==> config.mk <==
export PLATFORM = sky130hd
export DESIGN_NAME = decodeTop
export DESIGN_NICKNAME = d
export VERILOG_FILES = /design/src/cpuTypesPkg.sv /design/src/decodePkg.sv /design/src/decodeRb.sv /design/src/decodeStage.sv /design/src/decodeTop.sv /design/src/regFile.sv /design/src/regFileArbiter.sv
export SDC_FILE = /design/constraint.sdc
export NUM_CORES = 2
export LEC_CHECK = 0
export ABC_AREA = 0
export BUFFER_PORTS_ARGS = -buffer_cell sky130_fd_sc_hd__buf_2
export CORE_MARGIN = 1.5
export CORE_UTILIZATION = 40
export CTS_CLUSTER_DIAMETER = 40
export DETAILED_ROUTE_END_ITERATION = 7
export SLEW_MARGIN = 20
export SYNTH_ARGS = -nofsm -noshare
export SYNTH_HDL_FRONTEND = slang
export SYNTH_HIERARCHICAL = 1
export SYNTH_SLANG_ARGS = --single-unit
==> constraint.sdc <==
create_clock -name clk -period 5.4 [get_ports clk]
set_input_delay 0.81 -clock clk [delete_from_list [all_inputs] [get_ports clk]]
set_output_delay 0.81 -clock clk [all_outputs]
set_load 0.01 [all_outputs]
==> src/cpuTypesPkg.sv <==
// ====================
// CPU base types
// Register numbers, operating modes, data words and register-file sizing
// shared by the decode stage, the arbiter and the register file
// ====================

package cpuTypesPkg;

	// Physical register file holds the 32 architectural registers plus
	// one banked stack pointer per operating mode
	localparam int NumRegs = 36;
	localparam int StackReg = 31;
	localparam int BankBase = 32;

	// Width of a register field inside an instruction
	localparam int ArchRegW = 5;

	typedef logic [ArchRegW-1:0] archReg_t;
	typedef logic [5:0] aregNo_t;
	typedef logic [31:0] word_t;

	typedef enum logic [1:0]
	{
		USER = 2'd0,
		SUPER = 2'd1,
		HYPER = 2'd2,
		MACHINE = 2'd3
	} operatingMode_t;

	// Maps an architectural register to its physical number
	// The stack pointer is banked by mode, everything else maps one to one
	function automatic aregNo_t mapStack(input archReg_t areg, input operatingMode_t om);
		if (areg == archReg_t'(StackReg))
			return aregNo_t'(BankBase + int'(om));
		return aregNo_t'(areg);
	endfunction

endpackage

==> src/decodePkg.sv <==
// ====================
// Instruction decode definitions
// Opcode encodings, the instruction word layout and the immediate rule
// ====================

package decodePkg;

	localparam int OpcodeW = 7;
	// Width of the short immediate carried in the low byte
	localparam int Imm8W = 8;

	// Only the opcodes that matter to operand decode are named here
	typedef enum logic [OpcodeW-1:0]
	{
		OP_NOP = 7'd0,
		OP_ADD = 7'd1,
		OP_SUB = 7'd2,
		OP_ADDI = 7'd3,
		OP_LOAD = 7'd4,
		OP_RTD = 7'd5,
		OP_FLT3 = 7'd6
	} opcode_t;

	// ====================
	// Instruction word
	// ====================

	// Bits 31:25 opcode, 24:20 Rt, 19:15 Ra, 14:10 Rb
	// Bit 9 selects the immediate in place of Rb, bit 8 negates Rb
	typedef struct packed
	{
		opcode_t opcode;
		cpuTypesPkg::archReg_t rt;
		cpuTypesPkg::archReg_t ra;
		cpuTypesPkg::archReg_t rb;
		logic immB;
		logic rbn;
		logic [Imm8W-1:0] imm8;
	} instr_t;

	// Opcodes that carry an immediate even when the immB flag is clear
	function automatic logic isImmOp(input opcode_t op);
		case (op)
		OP_ADDI,
		OP_LOAD:
			return 1'b1;
		default:
			return 1'b0;
		endcase
	endfunction

endpackage

==> src/decodeRb.sv <==
// ====================
// Rb operand decode
// Turns the Rb field into a physical register number with the
// zero and negate flags
// ====================

`timescale 1ns/100ps

module decodeRb
(
	input cpuTypesPkg::operatingMode_t om,
	input decodePkg::instr_t instr,
	output cpuTypesPkg::aregNo_t rb,
	output logic rbZero,
	output logic rbNeg
);
	import cpuTypesPkg::*;
	import decodePkg::*;

	archReg_t rbField;

	// Pick the architectural Rb before stack banking
	always_comb
	begin
		case (instr.opcode)
		// Return always reads the stack pointer
		OP_RTD:
			rbField = archReg_t'(StackReg);
		// Three-operand float ops use the field even with immB set
		OP_FLT3:
			rbField = instr.rb;
		default:
			if (instr.immB || isImmOp(instr.opcode))
				rbField = '0;
			else
				rbField = instr.rb;
		endcase
	end

	assign rb = mapStack(rbField, om);

	// Register zero reads as zero, so no fetch is needed for it
	assign rbZero = (rb == '0);
	assign rbNeg = instr.rbn;

endmodule

==> src/decodeStage.sv <==
// ====================
// Operand decode stage
// Accepts one instruction, decodes its register fields, reads Ra and Rb
// over APB and emits the result as a one-cycle pulse
// ====================

`timescale 1ns/100ps

module decodeStage
(
	input logic clk,
	input logic reset,
	input logic instrValid,
	input decodePkg::instr_t instr,
	input cpuTypesPkg::operatingMode_t om,
	output logic instrReady,
	output logic psel,
	output logic penable,
	output logic pwrite,
	output cpuTypesPkg::aregNo_t paddr,
	output cpuTypesPkg::word_t pwdata,
	input cpuTypesPkg::word_t prdata,
	input logic pready,
	output logic outValid,
	output decodePkg::opcode_t opcode,
	output cpuTypesPkg::aregNo_t rt,
	output cpuTypesPkg::word_t opA,
	output cpuTypesPkg::word_t opB,
	output logic rbZero,
	output logic rbNeg
);
	import cpuTypesPkg::*;
	import decodePkg::*;

	typedef enum logic [1:0] {IDLE, READA, READB, DONE} decodeState_t;

	decodeState_t state;
	aregNo_t raDec;
	aregNo_t rtDec;
	aregNo_t rbDec;
	logic rbZeroDec;
	logic rbNegDec;
	logic accept;
	logic xferDone;

	// Values captured at acceptance and while reading
	opcode_t opQ;
	aregNo_t rtQ;
	aregNo_t rbQ;
	logic rbZeroQ;
	logic rbNegQ;
	logic useImmQ;
	logic [Imm8W-1:0] imm8Q;
	word_t aVal;
	word_t bVal;

	decodeRb uRb
	(
		.om(om),
		.instr(instr),
		.rb(rbDec),
		.rbZero(rbZeroDec),
		.rbNeg(rbNegDec)
	);

	// Ra and Rt follow the same stack bank rule as Rb
	assign raDec = mapStack(instr.ra, om);
	assign rtDec = mapStack(instr.rt, om);

	assign instrReady = (state == IDLE);
	assign accept = instrReady && instrValid;
	assign xferDone = psel && penable && pready;

	// This stage only ever reads the register file
	assign pwrite = 1'b0;
	assign pwdata = '0;

	// ====================
	// Control FSM
	// ====================

	always_ff @(posedge clk)
	begin
		if (reset)
		begin
			state <= IDLE;
			psel <= 1'b0;
			penable <= 1'b0;
			outValid <= 1'b0;
		end
		else
		begin
			outValid <= 1'b0;
			case (state)
			IDLE:
				if (accept)
				begin
					// Skip any read of register zero
					if (raDec != '0)
					begin
						psel <= 1'b1;
						state <= READA;
					end
					else if (!rbZeroDec)
					begin
						psel <= 1'b1;
						state <= READB;
					end
					else
						state <= DONE;
				end
			READA:
				if (!penable)
					penable <= 1'b1;
				else if (pready)
				begin
					// Rb setup phase follows straight on with psel kept high
					penable <= 1'b0;
					if (!rbZeroQ)
						state <= READB;
					else
					begin
						psel <= 1'b0;
						state <= DONE;
					end
				end
			READB:
				if (!penable)
					penable <= 1'b1;
				else if (pready)
				begin
					penable <= 1'b0;
					psel <= 1'b0;
					state <= DONE;
				end
			DONE:
			begin
				outValid <= 1'b1;
				state <= IDLE;
			end
			endcase
		end
	end

	// ====================
	// Operand datapath
	// ====================

	always_ff @(posedge clk)
	begin
		if (accept)
		begin
			opQ <= instr.opcode;
			rtQ <= rtDec;
			rbQ <= rbDec;
			rbZeroQ <= rbZeroDec;
			rbNegQ <= rbNegDec;
			imm8Q <= instr.imm8;
			// The immediate stands in for Rb only when Rb decoded to zero
			useImmQ <= rbZeroDec && (instr.immB || isImmOp(instr.opcode));
			aVal <= '0;
			bVal <= '0;
			paddr <= (raDec != '0) ? raDec : rbDec;
		end
		if (state == READA && xferDone)
		begin
			aVal <= prdata;
			paddr <= rbQ;
		end
		if (state == READB && xferDone)
			bVal <= prdata;
		// Results stay put until the next instruction finishes
		if (state == DONE)
		begin
			opcode <= opQ;
			rt <= rtQ;
			opA <= aVal;
			if (useImmQ)
				opB <= {{($bits(word_t) - Imm8W){1'b0}}, imm8Q};
			else if (rbNegQ)
				opB <= -bVal;
			else
				opB <= bVal;
			rbZero <= rbZeroQ;
			rbNeg <= rbNegQ;
		end
	end

	// Every access phase must come after a setup cycle of the same transfer
	assert property (@(posedge clk) disable iff (reset)
		$rose(penable) |-> psel && $past(psel));

endmodule

==> src/decodeTop.sv <==
// ====================
// Operand decode top level
// Decode stage and debug port share the register file through the arbiter
// ====================

`timescale 1ns/100ps

module decodeTop
(
	input logic clk,
	input logic reset,
	input logic instrValid,
	input decodePkg::instr_t instr,
	input cpuTypesPkg::operatingMode_t om,
	output logic instrReady,
	output logic outValid,
	output decodePkg::opcode_t opcode,
	output cpuTypesPkg::aregNo_t rt,
	output cpuTypesPkg::word_t opA,
	output cpuTypesPkg::word_t opB,
	output logic rbZero,
	output logic rbNeg,
	input logic dbgPsel,
	input logic dbgPenable,
	input logic dbgPwrite,
	input cpuTypesPkg::aregNo_t dbgPaddr,
	input cpuTypesPkg::word_t dbgPwdata,
	output cpuTypesPkg::word_t dbgPrdata,
	output logic dbgPready
);
	import cpuTypesPkg::*;

	// Decode stage to arbiter
	logic decPsel;
	logic decPenable;
	logic decPwrite;
	aregNo_t decPaddr;
	word_t decPwdata;
	word_t decPrdata;
	logic decPready;

	// Arbiter to register file
	logic rfPsel;
	logic rfPenable;
	logic rfPwrite;
	aregNo_t rfPaddr;
	word_t rfPwdata;
	word_t rfPrdata;
	logic rfPready;

	decodeStage uStage
	(
		.clk(clk),
		.reset(reset),
		.instrValid(instrValid),
		.instr(instr),
		.om(om),
		.instrReady(instrReady),
		.psel(decPsel),
		.penable(decPenable),
		.pwrite(decPwrite),
		.paddr(decPaddr),
		.pwdata(decPwdata),
		.prdata(decPrdata),
		.pready(decPready),
		.outValid(outValid),
		.opcode(opcode),
		.rt(rt),
		.opA(opA),
		.opB(opB),
		.rbZero(rbZero),
		.rbNeg(rbNeg)
	);

	regFileArbiter uArb
	(
		.clk(clk),
		.reset(reset),
		.decPsel(decPsel),
		.decPenable(decPenable),
		.decPwrite(decPwrite),
		.decPaddr(decPaddr),
		.decPwdata(decPwdata),
		.decPrdata(decPrdata),
		.decPready(decPready),
		.dbgPsel(dbgPsel),
		.dbgPenable(dbgPenable),
		.dbgPwrite(dbgPwrite),
		.dbgPaddr(dbgPaddr),
		.dbgPwdata(dbgPwdata),
		.dbgPrdata(dbgPrdata),
		.dbgPready(dbgPready),
		.psel(rfPsel),
		.penable(rfPenable),
		.pwrite(rfPwrite),
		.paddr(rfPaddr),
		.pwdata(rfPwdata),
		.prdata(rfPrdata),
		.pready(rfPready)
	);

	regFile uRegs
	(
		.clk(clk),
		.reset(reset),
		.psel(rfPsel),
		.penable(rfPenable),
		.pwrite(rfPwrite),
		.paddr(rfPaddr),
		.pwdata(rfPwdata),
		.prdata(rfPrdata),
		.pready(rfPready)
	);

endmodule

==> src/regFile.sv <==
// ====================
// Register file
// APB slave with 36 data words and zero wait states
// ====================

`timescale 1ns/100ps

module regFile
(
	input logic clk,
	input logic reset,
	input logic psel,
	input logic penable,
	input logic pwrite,
	input cpuTypesPkg::aregNo_t paddr,
	input cpuTypesPkg::word_t pwdata,
	output cpuTypesPkg::word_t prdata,
	output logic pready
);
	import cpuTypesPkg::*;

	word_t mem [NumRegs];

	// Every access phase completes at once
	assign pready = psel && penable;

	// Out-of-range addresses read as zero
	assign prdata = (paddr < NumRegs) ? mem[paddr] : '0;

	always_ff @(posedge clk)
	begin
		if (reset)
		begin
			for (int i = 0; i < NumRegs; i++)
				mem[i] <= '0;
		end
		// Writes land in the access phase
		else if (psel && penable && pwrite && paddr < NumRegs)
			mem[paddr] <= pwdata;
	end

	// Masters only ever address the 36 physical registers
	assert property (@(posedge clk) disable iff (reset) psel |-> paddr < NumRegs);

endmodule

==> src/regFileArbiter.sv <==
// ====================
// Register file arbiter
// Round-robin choice between the decode and debug APB masters,
// one transfer at a time towards the register file
// ====================

`timescale 1ns/100ps

module regFileArbiter
(
	input logic clk,
	input logic reset,
	input logic decPsel,
	input logic decPenable,
	input logic decPwrite,
	input cpuTypesPkg::aregNo_t decPaddr,
	input cpuTypesPkg::word_t decPwdata,
	output cpuTypesPkg::word_t decPrdata,
	output logic decPready,
	input logic dbgPsel,
	input logic dbgPenable,
	input logic dbgPwrite,
	input cpuTypesPkg::aregNo_t dbgPaddr,
	input cpuTypesPkg::word_t dbgPwdata,
	output cpuTypesPkg::word_t dbgPrdata,
	output logic dbgPready,
	output logic psel,
	output logic penable,
	output logic pwrite,
	output cpuTypesPkg::aregNo_t paddr,
	output cpuTypesPkg::word_t pwdata,
	input cpuTypesPkg::word_t prdata,
	input logic pready
);
	// busy marks the access phase of the transfer in flight
	logic busy;
	logic grantQ;
	logic lastDbg;
	logic pickDbg;
	logic grant;
	logic start;

	// On a tie take whichever master was not served last
	assign pickDbg = dbgPsel && (!decPsel || !lastDbg);
	assign start = !busy && (decPsel || dbgPsel);
	assign grant = busy ? grantQ : pickDbg;

	// The slave gets its own setup phase on the grant cycle, so a master
	// that waited in its access phase still gives a legal transfer
	assign psel = start || busy;
	assign penable = busy;
	assign pwrite = grant ? dbgPwrite : decPwrite;
	assign paddr = grant ? dbgPaddr : decPaddr;
	assign pwdata = grant ? dbgPwdata : decPwdata;

	assign decPrdata = prdata;
	assign dbgPrdata = prdata;
	assign decPready = busy && !grantQ && decPenable && pready;
	assign dbgPready = busy && grantQ && dbgPenable && pready;

	always_ff @(posedge clk)
	begin
		if (reset)
		begin
			busy <= 1'b0;
			grantQ <= 1'b0;
			lastDbg <= 1'b1;
		end
		else if (busy)
		begin
			if (pready)
				busy <= 1'b0;
		end
		else if (start)
		begin
			busy <= 1'b1;
			grantQ <= pickDbg;
			lastDbg <= pickDbg;
		end
	end

	// The transfer set up on the slave keeps its address and direction
	// until its access completes
	assert property (@(posedge clk) disable iff (reset)
		busy |-> $stable(paddr) && $stable(pwrite));

endmodule

---- Word level (Yosys, flattened, before mapping) ----
Memory sizes are Yosys's and may differ from the RTL's.
Cells that the tools add are included.
storage, ports and cells
  register bits after elaboration ......... 187
  bits in latches ......................... 0
  RAM bits ................................ 1152
  bits in read-only memories .............. 0
  input bits .............................. 78
  output and inout port bits .............. 114
  memories ................................ 1
memory list
  name       depth  width  read ports  clocked after Yosys merged registers in  wr ports  RTL line       source
  uRegs.mem  36     32     1           0                                        36        regFile.sv:22  word_t mem [NumRegs];
operators by class
  add/subtract/negate cells ............... 2
  $mul .................................... 0
  divide/modulo/power cells ............... 0
  magnitude comparators ................... 1
  equality and inequality tests ........... 17
  shift operators ......................... 0
  muxes and demuxes ....................... 59
  bitwise logic cells ..................... 1
  reduce and logical (&&, ||, !) cells .... 39
operator list
  cell                 number
  $mux 32              7
  $mux 6               10
  $neg 32->32          1
  $reduce_or 32->1     1
  $mux 1               30
  $eq 7x3->1 const B   3
  $logic_and 1x1->1    17
  $eq 5x5->1 const B   3
  $mux 2               6
  $mux 5               2
  $ne 2x1->1 const B   5
  $pmux 5 s2           1
  $mux 8               1
  $pmux 2 s4           1
  $reduce_and 8->1     1
  $eq 7x2->1 const B   1
  $add 6x2->6 const A  1
  $logic_not 6->1      1
  $lt 6x6->1 const B   1
  $reduce_bool 6->1    1
  $reduce_or 2->1      3
  $logic_or 1x1->1     5
  $reduce_and 5->1     1
  $eq 2x2->1 const B   2
  other kinds (10)     14

---- Logic depth before layout (Yosys ltp) ----
  depth in word-level cells ............... 15
  mapped depth ............................ 16
  mapped depth without buffers ............ 9

---- Modules after synthesis ----
The synthesis kept the hierarchy.
by module, submodules not included
  module          times used  cells an instance  area each (µm²)  seq. area each (µm²)
  regFile         1           4556               67335.8          46124.2
  decodeStage     1           507                7571.0           5475.3
  regFileArbiter  1           123                1152.4           60.1
  decodeRb        1           39                 271.5            0.0

---- Least setup slack after synthesis ----
Ideal clock, no wire load.
  path kind ............................... in2out
  start ................................... input dbgPsel
  end ..................................... output dbgPrdata[26]
  arrival ................................. 3.320 ns
  data required time ...................... 4.590 ns
  path slack .............................. 1.270 ns
  cell stages on the path ................. 14
  buffers on the path ..................... 7
  path through ............................ nor2b_2 -> a22oi_2 -> buf_6 -> mux2_2 -> buf_6 -> buf_6 -> buf_6 -> buf_2 -> buf_4 -> a221oi_1 -> o22ai_1 -> a221oi_1 -> a41oi_1 -> buf_4
between the ends
  word-level cells in the longest chain between the ends .. 5
  elaborated cells on any way between the ends .. 6
RTL lines
  element                                             RTL line              source
  from (decl)                                         decodeTop.sv:23       input logic dbgPsel,
  $logic_and 1x1->1 (*)                               regFileArbiter.sv:44  assign pickDbg = dbgPsel && (!decPsel || !lastDbg);
  $mux 1 (*)                                          regFileArbiter.sv:46  assign grant = busy ? grantQ : pickDbg;
  $mux 6 (*)                                          regFileArbiter.sv:53  assign paddr = grant ? dbgPaddr : decPaddr;
  via rfPaddr[1]                                      decodeTop.sv:46       aregNo_t rfPaddr;
  $mem_v2 36x32 / $lt 6x6->1 (equally long branches)  --
  $mux 32 (*)                                         regFile.sv:28         assign prdata = (paddr < NumRegs) ? mem[paddr] : '0;
  to (decl)                                           decodeTop.sv:28       output cpuTypesPkg::word_t dbgPrdata,
Mark *: on every way through the listed nets, which the timed path passes. The rest lies on a longest branch.

---- Final worst setup path ----
  start ................................... register uArb.busy, in the netlist uArb/penable
  end ..................................... output dbgPrdata[5]
between the ends
  word-level cells in the longest chain between the ends .. 4
  elaborated cells on any way between the ends .. 5
RTL lines
  element                                             RTL line              source
  from (decl)                                         regFileArbiter.sv:36  logic busy;
  from (signal assigned)                              regFileArbiter.sv:65  busy <= 1'b0;
  from (signal assigned)                              regFileArbiter.sv:72  busy <= 1'b0;
  from (signal assigned)                              regFileArbiter.sv:76  busy <= 1'b1;
  $mux 1 (*)                                          regFileArbiter.sv:46
  $mux 6 (*)                                          regFileArbiter.sv:53
  via rfPaddr[3]                                      decodeTop.sv:46
  $mem_v2 36x32 / $lt 6x6->1 (equally long branches)  --
  $mux 32 (*)                                         regFile.sv:28
Marked as above.

==> reports/results.ini <==
[job]
maxCapViolations=0

[grt]
grt_usage=0.244
grt_pass1_vias=45700
grt_overflow=0
grt_antenna_before_repair=22
grt_max_degree=74
grt_pass1_wl_um=337000

[place]
place_hpwl_um=148000
port-buffer-count=191
place_congestion=0.879
place_ws_ns=-0.171
dp_cells=8110

[detailed_routing]
initialDrtViolationCount=6059
routed_wirelength_um=240000
route.detailed.wl_per_inst_um=28.0
vias_per_cell=5.56
vias=47700
dr.pass1.iters=8
ant_nets=0
remaining_drc_errors=1

[logic_synthesis]
synth_top_flop_cell=edfxtp_1
syn_inst=5225
synth-edff-count=1715
ys_seq_area_frac=0.677
ys.warnings.count=6
post_synth_num_cell_types=90
async_reset_ff_frac=0
synth_area_um2=76300
syn-mean-instance-area_um2=14.6
synth-seq-cells=1723

[clock_tree]
htree_levels=4
clockRootBuffer=clkbuf_16
cts_buffer_depth=3
clkSlewWorstSetupHoldPaths_ns=0.06
cts_tree=yes
ctsHoldBuffers=0
cts_num_sinks=1723
cts_made_buffers=220
clkLatencyLatePin_ns=0.88

[floorplanning]
die_y_um=440
die_x_um=440
rows=160
top_level_ports=192
initial_core_util=0.402
core-area_um2=190000
fp.dieArea_um2=193000

[critical_path]
crit_type=flop to primary output
worst_setup_path_start_kind=flop
critPathRequiredTime_ns=4.59
reg2reg_slack_ns=1.21
end_kind=primary output
crit_arrival_ns=4.57
critPathMaxFanout=16

[timing]
rsz0062_at_grt=yes
slew_violations=0
worst_slew_pin_slew_ns=1.16
fin_ws_ns=0.0193
period_needed_ns=5.38
hold_viol=0
finalSetupViolations=0
post-route-period-util=0.996
max_slew_margin=0.227
skew_ns=0.0514
whs_ns=0.107
fmax_mhz=186

[outcome]
status=complete, but fails checks
violations=design-rule violations

[hold_path]
hold_path.class=input pin to flop

[power]
power_density_nw_per_um2=458
irDropWorstVdd_mv=0.381
p_leak_uw=0.0339

[finish]
fin_nets=5940
syn_to_final_growth_pct=19.0
final_common_cell=edfxtp_1
fill_cells=16300
finish.utilization=0.479
drive_gt1_frac=0.206
most-common-layout-cells=edfxtp_1, and2_1, conb_1
stdcell_count=8576

[registers in the layout, summed over array words and instances, names as in the netlist, 2 cells and up]
name,cells
uStage/rtQ,6
uRegs/mem,1536
uStage/opB,32
uStage/imm8Q,8
uStage/opQ,7
uStage/bVal,32
uStage/paddr,6
uStage/aVal,32
uStage/rbQ,6
uStage/state,2
uStage/rt,6
uStage/opcode,7
uStage/opA,32
[kinds of logic after synthesis]
family / synth area share
muxes: 0.0652
other: 0.0000984
DFF: 0.677
xor gates and xnor gates: 0.00344
adders and majority gates: 0.000820
AOI/OAI and AO/OA: 0.0865
and+or+nand+nor: 0.128
buffers and inverters: 0.0396
[critical path, stage by stage (launching register included)]
cell and delay [ns]:
dfxtp_4 0.36, nor2b_2 0.16, a22oi_2 0.09, buf_6 0.16
buf_4 0.15, mux2_2 0.42, inv_1 0.23, nor3_4 0.75
buf_12 0.27, o21ai_0 0.41, a41oi_4 0.47, buf_6 0.17
[where the power goes]
group	switching (µW)	total [µW]	internal, µW
Clock	6070	15100	9030
Sequential	344	16200	15900
Combinational	6870	10300	3390
[final timing paths]
path	endpoint	startpoint	cells after the start
worst max-delay path	dbgPrdata[5]	uArb/penable	11
worst min-delay path	uStage/imm8Q[6]	instr[6]	1
worst max register to register	uRegs/mem[14][10]	uArb/penable	12
worst min register to register	uStage/opcode[0]	uStage/opQ[0]	0
[cell usage after synthesis (28+ instances only)]
cell         n  share of area
a21oi_1     67         0.0044
a221o_1     43         0.0056
a221oi_1   249          0.029
a22oi_1     64         0.0063
and2_1    1227           0.10
buf_2      122         0.0080
buf_4      136          0.013
clkbuf_1   228          0.011
edfxtp_1  1715           0.67
mux2_2      79          0.012
mux2i_1    267          0.035
mux4_2      55          0.016
nand2_1     99         0.0049
nor2_1     125         0.0061
o21ai_0    122         0.0080
o22a_1      61         0.0070
o22ai_1     73         0.0060
or2_2       47         0.0039
xor2_1      28         0.0032
[through the flow]
stage | power [µW] | setup TNS (ns) | area, µm²
6_report | 41600 | 0 | 90800
5_1_grt | 42700 | -0.136 | 90800
4_1_cts | 41600 | 0 | 90600
3_5_place_dp | 26200 | -0.823 | 82400
3_3_place_gp | 26100 | -0.888 | 82400
2_1_floorplan | 21800 | 0 | 77900
[metal layers]
layer | vias to the layer above | part of all wire | GRT usage | wire length [µm]
met2 | 2568 | 0.46 | 0.383 | 110000
met4 | 8 | 0.045 | 0.107 | 10700
met1 | 24100 | 0.39 | 0.329 | 94600
li1 | 20500 | - | - | -
met3 | 437 | 0.10 | 0.0499 | 24800
met5 | - | 0.00023 | 0 | 55
[timing repair]
action	CTS	global route
setup endpoints to repair	32	24
cloned	4	1
setup buffers	23	7
pin swaps	8	11
hold endpoints to repair	0	0
resized for setup	67	32
[cell type report]
type | count | area [µm²] | share of cell area
sequential | 1723 | 51700 | 0.569
multi-input combinational | 3350 | 23800 | 0.262
clock buffer | 246 | 5620 | 0.0619
timing repair buffer | 543 | 4500 | 0.0495
tap | 2511 | 3140 | 0.0346
clock inverter | 169 | 2020 | 0.0223
inverter | 19 | 78.8 | 0.000868
antenna | 15 | 37.5 | 0.000413
(Power assumes the default switching activity.)
